===== src/verilog/BranchPredPkg.sv =====
package BranchPredPkg;

    // Global history, youngest outcome in bit 0
    typedef logic [63:0] BHist_t;

    // Providing stage, 0 is the bimodal base table
    typedef logic [1:0] TageID_t;

    // Branch address without its lowest bit
    typedef logic [30:0] BranchAddr_t;

    // Counter types
    typedef logic [1:0] BaseCtr_t;
    typedef logic [2:0] TageCtr_t;
    typedef logic [1:0] UsefulCtr_t;

    // Base table index width
    localparam int BP_BASEP_ID_LEN = 8;

    // Initial values of a freshly allocated tagged counter (weak)
    localparam TageCtr_t CTR_INIT_TAKEN = 3'd4;
    localparam TageCtr_t CTR_INIT_NOT_TAKEN = 3'd3;

    // One prediction as returned to the core
    typedef struct packed {
        TageID_t tageId;
        logic    altPred;
        logic    taken;
        BHist_t  history;
    } TagePred_t;

    // One resolved branch as returned by the core
    typedef struct packed {
        BranchAddr_t addr;
        BHist_t      history;
        TageID_t     tageId;
        logic        taken;
        logic        altPred;
        logic        pred;
    } TageUpdate_t;

endpackage

===== src/verilog/TageBranchUnit.sv =====
module TageBranchUnit #(
    parameter int NUM_STAGES = 3,
    parameter int FACTOR     = 2,
    parameter int BASE       = 6,
    parameter int TABLE_SIZE = 64,
    parameter int TAG_SIZE   = 9
) (
    input  logic                        clk,
    input  logic                        rst,

    input  logic                        predValid,
    input  BranchPredPkg::BranchAddr_t  predAddr,
    output logic                        predOutValid,
    output BranchPredPkg::TagePred_t    predOut,

    input  logic                        updValid,
    input  BranchPredPkg::TageUpdate_t  upd
);
    import BranchPredPkg::*;

    BHist_t curHistory;
    logic   repair;

    assign repair = updValid && (upd.taken != upd.pred);

    GlobalHistory gHist (
        .clk(clk),
        .rst(rst),
        .predOutValid(predOutValid),
        .predTaken(predOut.taken),
        .repair(repair),
        .repairHistory(upd.history),
        .repairTaken(upd.taken),
        .history(curHistory)
    );

    TagePredictor #(
        .NUM_STAGES(NUM_STAGES),
        .FACTOR(FACTOR),
        .BASE(BASE),
        .TABLE_SIZE(TABLE_SIZE),
        .TAG_SIZE(TAG_SIZE)
    ) predictor (
        .clk(clk),
        .rst(rst),
        .predValid(predValid),
        .predAddr(predAddr),
        .predHistory(curHistory),
        .pred(predOut),
        .predOutValid(predOutValid),
        .updValid(updValid),
        .upd(upd)
    );

endmodule


===== src/verilog/GlobalHistory.sv =====
module GlobalHistory (
    input  logic                  clk,
    input  logic                  rst,

    // Prediction leaving the predictor this cycle
    input  logic                  predOutValid,
    input  logic                  predTaken,

    // Mispredict repair
    input  logic                  repair,
    input  BranchPredPkg::BHist_t repairHistory,
    input  logic                  repairTaken,

    output BranchPredPkg::BHist_t history
);
    import BranchPredPkg::*;

    BHist_t histReg;
    BHist_t nextHist;

    // Repair wins over the speculative shift
    always_comb begin
        nextHist = histReg;
        if (repair) begin
            nextHist = {repairHistory[$bits(BHist_t)-2:0], repairTaken};
        end else if (predOutValid) begin
            nextHist = {histReg[$bits(BHist_t)-2:0], predTaken};
        end
    end

    always_ff @(posedge clk) begin
        if (rst) begin
            histReg <= '0;
        end else begin
            histReg <= nextHist;
        end
    end

    // A request in the same cycle as a returning prediction
    // already hashes with that branch's direction
    assign history = nextHist;

    // Predictor output stays quiet while the history restarts from zero
    assert property (@(posedge clk)
        rst |=> (histReg == '0) && !predOutValid);

endmodule


===== src/verilog/TagePredictor.sv =====
module TagePredictor #(
    parameter int NUM_STAGES = 3,
    parameter int FACTOR     = 2,
    parameter int BASE       = 6,
    parameter int TABLE_SIZE = 64,
    parameter int TAG_SIZE   = 9
) (
    input  logic                        clk,
    input  logic                        rst,

    input  logic                        predValid,
    input  BranchPredPkg::BranchAddr_t  predAddr,
    input  BranchPredPkg::BHist_t       predHistory,
    output BranchPredPkg::TagePred_t    pred,
    output logic                        predOutValid,

    input  logic                        updValid,
    input  BranchPredPkg::TageUpdate_t  upd
);
    import BranchPredPkg::*;

    localparam int HASH_SIZE = $clog2(TABLE_SIZE);

    logic [NUM_STAGES-1:1] hits;
    logic [NUM_STAGES-1:0] dirs;
    logic [NUM_STAGES-1:1] avail;
    logic [NUM_STAGES-1:1] doAlloc;
    logic                  allocFailed;
    logic [7:0]            lfsr;
    BHist_t                histQ;

    BranchPredictionTable #(
        .IDX_LEN(BP_BASEP_ID_LEN)
    ) baseTable (
        .clk(clk),
        .rst(rst),
        .readValid(predValid),
        .readAddr(predAddr[BP_BASEP_ID_LEN-1:0]),
        .taken(dirs[0]),
        .writeEn(updValid && upd.tageId == '0),
        .writeAddr(upd.addr[BP_BASEP_ID_LEN-1:0]),
        .writeTaken(upd.taken)
    );

    generate
        for (genvar s = 1; s < NUM_STAGES; s++) begin : gStage
            localparam int HIST_LEN = BASE * (FACTOR ** s);

            logic [HASH_SIZE-1:0] predIdx;
            logic [HASH_SIZE-1:0] updIdx;
            logic [TAG_SIZE-1:0]  predTag;
            logic [TAG_SIZE-1:0]  updTag;

            TageIndexHash #(
                .HIST_LEN(HIST_LEN),
                .HASH_SIZE(HASH_SIZE),
                .TAG_SIZE(TAG_SIZE)
            ) predHash (
                .addr(predAddr),
                .history(predHistory),
                .index(predIdx),
                .tag(predTag)
            );

            TageIndexHash #(
                .HIST_LEN(HIST_LEN),
                .HASH_SIZE(HASH_SIZE),
                .TAG_SIZE(TAG_SIZE)
            ) updHash (
                .addr(upd.addr),
                .history(upd.history),
                .index(updIdx),
                .tag(updTag)
            );

            TageTable #(
                .SIZE(TABLE_SIZE),
                .TAG_SIZE(TAG_SIZE)
            ) tagTable (
                .clk(clk),
                .rst(rst),
                .readValid(predValid),
                .readAddr(predIdx),
                .readTag(predTag),
                .hit(hits[s]),
                .readTaken(dirs[s]),
                .writeValid(updValid),
                .writeAddr(updIdx),
                .writeTag(updTag),
                .writeTaken(upd.taken),
                .writeUpdate(upd.tageId == TageID_t'(s)),
                .writeUseful(upd.pred != upd.altPred),
                .writeCorrect(upd.pred == upd.taken),
                .allocAvail(avail[s]),
                .doAlloc(doAlloc[s]),
                .allocFailed(allocFailed && TageID_t'(s) > upd.tageId)
            );
        end
    endgenerate

    always_ff @(posedge clk) begin
        if (rst) begin
            lfsr <= 8'd1;
        end else begin
            lfsr <= {lfsr[6:0], lfsr[7] ^ lfsr[5] ^ lfsr[4] ^ lfsr[3]};
        end
    end

    // Pick one longer-history stage on a mispredict
    always_comb begin
        logic                  found;
        logic [NUM_STAGES-1:1] laterAvail;

        found = 1'b0;
        laterAvail = '0;
        doAlloc = '0;
        allocFailed = 1'b0;

        for (int i = 1; i < NUM_STAGES; i++) begin
            for (int j = i + 1; j < NUM_STAGES; j++) begin
                laterAvail[i] = laterAvail[i] | avail[j];
            end
        end

        if (updValid && upd.taken != upd.pred) begin
            for (int i = 1; i < NUM_STAGES; i++) begin
                // 75% chance to take a stage when a longer one is free too
                if (i > int'(upd.tageId) && avail[i] && !found &&
                    (!laterAvail[i] || lfsr[2*i-2 +: 2] != 2'b00)) begin
                    found = 1'b1;
                    doAlloc[i] = 1'b1;
                end
            end
            allocFailed = !found;
        end
    end

    always_ff @(posedge clk) begin
        if (rst) begin
            predOutValid <= 1'b0;
        end else begin
            predOutValid <= predValid;
        end
    end

    // History snapshot travels with the table reads
    always_ff @(posedge clk) begin
        if (predValid) begin
            histQ <= predHistory;
        end
    end

    // Longest hitting stage provides, next lower one is the alternate
    always_comb begin
        pred.taken = dirs[0];
        pred.altPred = dirs[0];
        pred.tageId = '0;
        pred.history = histQ;
        for (int i = 1; i < NUM_STAGES; i++) begin
            if (hits[i]) begin
                pred.altPred = pred.taken;
                pred.taken = dirs[i];
                pred.tageId = TageID_t'(i);
            end
        end
    end

    assert property (@(posedge clk) disable iff (rst)
        $onehot0(doAlloc) && (doAlloc == '0 || (updValid && upd.taken != upd.pred)));

endmodule


===== src/verilog/TageTable.sv =====
module TageTable #(
    parameter int SIZE     = 64,
    parameter int TAG_SIZE = 9
) (
    input  logic                     clk,
    input  logic                     rst,

    // Lookup
    input  logic                     readValid,
    input  logic [$clog2(SIZE)-1:0]  readAddr,
    input  logic [TAG_SIZE-1:0]      readTag,
    output logic                     hit,
    output logic                     readTaken,

    // Resolved branch
    input  logic                     writeValid,
    input  logic [$clog2(SIZE)-1:0]  writeAddr,
    input  logic [TAG_SIZE-1:0]      writeTag,
    input  logic                     writeTaken,

    // Provider training
    input  logic                     writeUpdate,
    input  logic                     writeUseful,
    input  logic                     writeCorrect,

    // Allocation
    output logic                     allocAvail,
    input  logic                     doAlloc,
    input  logic                     allocFailed
);
    import BranchPredPkg::*;

    logic [TAG_SIZE-1:0] entryTag [SIZE];
    TageCtr_t            entryCtr [SIZE];
    logic [SIZE-1:0]     entryValid;
    UsefulCtr_t [SIZE-1:0] entryUseful;

    TageCtr_t   curCtr;
    UsefulCtr_t curUseful;

    assign curCtr = entryCtr[writeAddr];
    assign curUseful = entryUseful[writeAddr];

    // Only entries nobody finds useful may be replaced
    assign allocAvail = (curUseful == '0);

    always_ff @(posedge clk) begin
        if (readValid) begin
            hit <= entryValid[readAddr] && (entryTag[readAddr] == readTag);
            readTaken <= entryCtr[readAddr][2];
        end
    end

    // Tag and direction counter
    always_ff @(posedge clk) begin
        if (writeValid) begin
            if (doAlloc) begin
                entryTag[writeAddr] <= writeTag;
                entryCtr[writeAddr] <= writeTaken ? CTR_INIT_TAKEN : CTR_INIT_NOT_TAKEN;
            end else if (writeUpdate) begin
                if (writeTaken && curCtr != 3'b111) begin
                    entryCtr[writeAddr] <= curCtr + 3'd1;
                end else if (!writeTaken && curCtr != 3'b000) begin
                    entryCtr[writeAddr] <= curCtr - 3'd1;
                end
            end
        end
    end

    // Valid bit and usefulness
    always_ff @(posedge clk) begin
        if (rst) begin
            entryValid <= '0;
            entryUseful <= '0;
        end else if (writeValid) begin
            if (doAlloc) begin
                entryValid[writeAddr] <= 1'b1;
                entryUseful[writeAddr] <= '0;
            end else if (writeUpdate && writeUseful) begin
                if (writeCorrect && curUseful != 2'b11) begin
                    entryUseful[writeAddr] <= curUseful + 2'd1;
                end else if (!writeCorrect && curUseful != 2'b00) begin
                    entryUseful[writeAddr] <= curUseful - 2'd1;
                end
            end else if (allocFailed && curUseful != 2'b00) begin
                // Decay so a later mispredict finds room
                entryUseful[writeAddr] <= curUseful - 2'd1;
            end
        end
    end

    // Allocation choice in the predictor must respect this table's usefulness
    assert property (@(posedge clk) disable iff (rst)
        (writeValid && doAlloc) |-> allocAvail);

endmodule


===== src/verilog/TageIndexHash.sv =====
module TageIndexHash #(
    parameter int HIST_LEN  = 12,
    parameter int HASH_SIZE = 6,
    parameter int TAG_SIZE  = 9
) (
    input  BranchPredPkg::BranchAddr_t addr,
    input  BranchPredPkg::BHist_t      history,
    output logic [HASH_SIZE-1:0]       index,
    output logic [TAG_SIZE-1:0]        tag
);
    import BranchPredPkg::*;

    // Whole address slices folded into the index
    localparam int NUM_SLICES = $bits(BranchAddr_t) / HASH_SIZE;

    always_comb begin
        index = '0;
        for (int i = 0; i < NUM_SLICES; i++) begin
            index = index ^ addr[i*HASH_SIZE +: HASH_SIZE];
        end

        tag = addr[TAG_SIZE-1:0];

        // History folded onto index and tag
        // tag mixes neighbouring bits so it differs from the index fold
        for (int j = 0; j < HIST_LEN; j++) begin
            index[j % HASH_SIZE] = index[j % HASH_SIZE] ^ history[j];
            tag[j % TAG_SIZE] = tag[j % TAG_SIZE] ^ history[j] ^ history[j+1];
        end
    end

endmodule


===== src/verilog/BranchPredictionTable.sv =====
module BranchPredictionTable #(
    parameter int IDX_LEN = 8
) (
    input  logic               clk,
    input  logic               rst,

    input  logic               readValid,
    input  logic [IDX_LEN-1:0] readAddr,
    output logic               taken,

    input  logic               writeEn,
    input  logic [IDX_LEN-1:0] writeAddr,
    input  logic               writeTaken
);
    import BranchPredPkg::*;

    BaseCtr_t counters [2**IDX_LEN];

    logic [IDX_LEN-1:0] walkIdx;
    logic               walking;
    BaseCtr_t           curCtr;

    // Init walk sets every counter to weakly not taken
    always_ff @(posedge clk) begin
        if (rst) begin
            walking <= 1'b1;
            walkIdx <= '0;
        end else if (walking) begin
            walkIdx <= walkIdx + 1'b1;
            if (walkIdx == '1) begin
                walking <= 1'b0;
            end
        end
    end

    assign curCtr = counters[writeAddr];

    always_ff @(posedge clk) begin
        if (walking) begin
            counters[walkIdx] <= 2'b01;
        end else if (writeEn) begin
            if (writeTaken && curCtr != 2'b11) begin
                counters[writeAddr] <= curCtr + 2'd1;
            end else if (!writeTaken && curCtr != 2'b00) begin
                counters[writeAddr] <= curCtr - 2'd1;
            end
        end
    end

    // Read sees the contents before a same-cycle write
    always_ff @(posedge clk) begin
        if (readValid) begin
            taken <= counters[readAddr][1];
        end
    end

endmodule


===== config.mk =====
export PLATFORM = sky130hd
export DESIGN_NAME = TageBranchUnit
export DESIGN_NICKNAME = d
export VERILOG_FILES = /design/src/verilog/BranchPredPkg.sv /design/src/verilog/TageBranchUnit.sv /design/src/verilog/GlobalHistory.sv /design/src/verilog/TagePredictor.sv /design/src/verilog/TageTable.sv /design/src/verilog/TageIndexHash.sv /design/src/verilog/BranchPredictionTable.sv
export SDC_FILE = /design/constraint.sdc
export NUM_CORES = 2
export LEC_CHECK = 0
export CAP_MARGIN = 10
export CORE_UTILIZATION = 64
export CTS_BUF_LIST = sky130_fd_sc_hd__clkbuf_16
export DETAILED_ROUTE_END_ITERATION = 8
export DONT_BUFFER_PORTS = 1
export PLACE_DENSITY = 0.86
export SKIP_CTS_REPAIR_TIMING = 1
export SYNTH_ARGS = -nofsm -noshare
export SYNTH_HDL_FRONTEND = slang
export SYNTH_HIERARCHICAL = 1
export SYNTH_SLANG_ARGS = --single-unit

===== constraint.sdc =====
create_clock -name clk -period 22.3 [get_ports clk]
set_input_delay 4.46 -clock clk [delete_from_list [all_inputs] [get_ports clk]]
set_output_delay 4.46 -clock clk [all_outputs]
set_load 0.01 [all_outputs]

==> flow_summary.ini <==
[grt]
grt_max_degree = 467
grtUsageTotal_pct = 36.3
grt_pass1_vias = 70700
grt-ovfl-total = 0
grt_antenna_before_repair = 10
grt_pass1_wl_um = 464000

[drt]
drc = 2
ant_nets = 0
drt_iter0_drc = 12900
wire_per_inst_um = 32.8
drt-total-wl_um = 322000
dr.pass1.iters = 9
vias_per_cell = 7.38
routed-via-count = 72500

[timing]
tightest_slew_ns = 1.46
hold_viol_final = 0
min_period_over_period_pct = 51.8
setup_tns_ns = 0
fin_worst_skew_ns = 0.0695
min_period_ns = 11.55
relSlewSlack_pct = 2.46
setup_viol = 0
rsz0062_at_grt = no
fin_ws_ns = 10.75
drv_slew = 0
fmax_ghz = 0.0866

[logic_synthesis]
synth_cell_type_count = 90
async_flop_share_pct = 0
synth.area.top_cells = edfxtp_1 (57%), mux4_2 (10%), dfxtp_1 (8.4%)
syn_area_mm2 = 0.111
synth_edf_count = 2117
yosysSeqAreaShare_pct = 65.9
avgSynthCellArea_um2 = 14.9
syn_inst = 7447
synth_nets = 7595
yosys_register_bits = 2583
synth_top_flop_cell = edfxtp_1
yosys.area.top_type = edfxtp_1
synth_top_area_share_pct = 57.5
yosysWarnings = 6

[place]
gp_congestion = 0.977
place_ws_ns = 10.34
place_inst = 9359
portBuffers = 0
hpwl_um = 187000

[clock_tree]
cts_root_buf = clkbuf_16
cts_tree = yes
cts_sinks = 2583
htreeDepth = 4
worstSkewPairLatency_ns = 0.91
cts_buffer_depth = 3
clk_pin_slew_ns = 0.07
numCtsBuffers = 232

[die]
start_util_pct = 64.4
die_h_um = 418
core_area_mm2 = 0.172
dieArea_mm2 = 0.175
die_w_um = 418
pin_count = 204
num_rows = 152

[cells_and_area]
final_layout_size_suffix_gt1_share_pct = 15.9
finalNetCount = 7437
final_cells = 9816
num-fill-cells = 9986
area_growth_pct = 8.66

[pwr]
p_leak_nw = 39.0
power.total_mw = 13.7
vdd_drop_max_mv = 0.162
powerDensity_mw_per_mm2 = 114

[critical_path]
worstPathArrival_ns = 12.05
crit_path_end_kind = flip-flop
critPathMaxFanout = 109
crit_required_ns = 22.80
crit_type = primary input to flip-flop
critPathLaunchType = primary input

[outcome]
failed_checks = design-rule violations
status = complete, but fails checks

[hold_path]
worstHoldPathType = flip-flop to flip-flop

[job]
drv_cap = 0
-- cells by family (layout without fill, tap and decap cells) --
logic type / after synthesis / in the layout / synth area share [%]
other: 0 / 6 / 0
AOI/OAI and AO/OA: 1343 / 1343 / 7.88
and+or+nand+nor: 1896 / 1896 / 7.90
adders and majority gates: 13 / 13 / 0.147
xor gates and xnor gates: 236 / 236 / 2.39
DFF: 2583 / 2583 / 65.9
buffers and inverters: 574 / 627 / 2.58
muxes: 802 / 802 / 13.2
-- per-stage QoR --
| stage | cell area, um^2 | hold WS (ns) | utilization (%) |
|---|---|---|---|
| 2_1_floorplan | 111000 | 0.414 | - |
| 3_3_place_gp | 112000 | 0.423 | 65.5 |
| 3_5_place_dp | 112000 | 0.427 | 65.5 |
| 4_1_cts | 120000 | 0.446 | 69.9 |
| 5_1_grt | 120000 | 0.462 | 70.0 |
| 6_report | 120000 | 0.445 | 70.0 |
-- final timing paths --
| kind | startpoint | end | slack (ns) | cells after the start |
|---|---|---|---|---|
| max | upd[70] | predictor/gStage[1].tagTable/entryTag[34][6]$_DFFE_PP_ | 10.75 | 14 |
| min reg2reg | predictor/lfsr[6]$_SDFF_PP0_ | predictor/lfsr[7]$_SDFF_PP0_ | 0.44 | 1 |
| min | predictor/lfsr[6]$_SDFF_PP0_ | predictor/lfsr[7]$_SDFF_PP0_ | 0.44 | 1 |
| max reg2reg | predictor/gStage[2].tagTable/hit$_DFFE_PP_ | predictor/gStage[1].tagTable/hit$_DFFE_PP_ | 13.44 | 14 |
-- where the power goes --
group | total [mW] | internal (mW) | switching (mW)
clock | 4.04 | 2.22 | 1.82
combinational | 4.18 | 1.48 | 2.70
sequential | 5.50 | 5.46 | 0.0363
total | 13.7 | 9.16 | 4.56
-- metal layers --
metal  share of wire [%]  vias up  global-route usage (%)
met1                  31    35200                    44.7
met2                  45     6790                    55.0
met5               0.065        -                   0.222
li1                    -    28700                       -
met4                 9.1       24                    26.7
met3                  15     1676                    10.8
-- critical path: stages --
cell	delay, ns
xnor2_1	0.49
xnor3_1	0.77
and3b_2	0.46
buf_4	0.36
a22oi_1	0.25
nand4_1	0.24
a221o_1	0.47
nor3_1	0.40
ha_1	0.49
nor2b_1	0.32
nor3b_2	0.95
and2_1	0.51
nand2_1	0.66
nor2_1	1.13
-- final cells by class --
cell class	instances	area (um^2)	share of cell area [%]
sequential	2583	72900	60.6
multi-input combinational	4290	35400	29.4
tap	2310	2890	2.40
clock inverter	209	1790	1.49
antenna	6	15.0	0.0125
timing repair buffer	161	1260	1.05
inverter	21	81.3	0.0676
clock buffer	236	5910	4.91
-- registers in the layout (all words and copies together) (netlist names), 8 cells and up --
name,count
predictor/gStage.tagTable/entryTag,1152
predictor/baseTable/counters,512
predictor/gStage.tagTable/entryCtr,384
predictor/gStage.tagTable/entryUseful,256
predictor/gStage.tagTable/entryValid,128
gHist/histReg,64
predictor/histQ,64
predictor/baseTable/walkIdx,8
predictor/lfsr,8
-- Yosys cell counts, types with 12 or more instances --
| library cell | n |
|---|---|
| nor2b_1 | 119 |
| buf_6 | 35 |
| nor3_1 | 36 |
| o21ai_0 | 37 |
| xnor3_1 | 42 |
| nor4_1 | 27 |
| nand3b_1 | 18 |
| a31oi_1 | 38 |
| dfxtp_1 | 466 |
| nand2_1 | 507 |
| buf_1 | 65 |
| mux2_2 | 30 |
| o211ai_1 | 15 |
| clkbuf_1 | 277 |
| or3_1 | 13 |
| a211oi_1 | 75 |
| nand2b_1 | 30 |
| nand4_1 | 67 |
| edfxtp_1 | 2117 |
| and3_1 | 23 |
| ha_1 | 13 |
| xnor2_1 | 161 |
| inv_1 | 18 |
| mux4_1 | 12 |
| a21oi_1 | 554 |
| xor2_1 | 33 |
| mux2i_1 | 251 |
| a21oi_2 | 34 |
| o22ai_1 | 86 |
| nand3_1 | 309 |
| mux4_2 | 507 |
| and2_1 | 19 |
| buf_2 | 130 |
| nor3b_1 | 19 |
| a22oi_1 | 309 |
| a221oi_1 | 29 |
| a22o_1 | 47 |
| nor2_1 | 649 |
| buf_4 | 34 |
-- cells in the final DEF (no fill, tap or decap), drive strengths merged, types with 90 or more instances in the layout --
| master | synthesis | routed |
|---|---|---|
| a21oi | 588 | 588 |
| dfxtp | 466 | 466 |
| nand2 | 507 | 507 |
| inv | 20 | 90 |
| mux4 | 519 | 519 |
| nor2b | 119 | 119 |
| edfxtp | 2117 | 2117 |
| nor2 | 649 | 649 |
| a22oi | 310 | 310 |
| clkinv | 1 | 109 |
| mux2i | 252 | 252 |
| xnor2 | 161 | 161 |
| buf | 276 | 160 |
| nand3 | 310 | 310 |
| clkbuf | 277 | 237 |
Power figures use the tool's default switching activity.
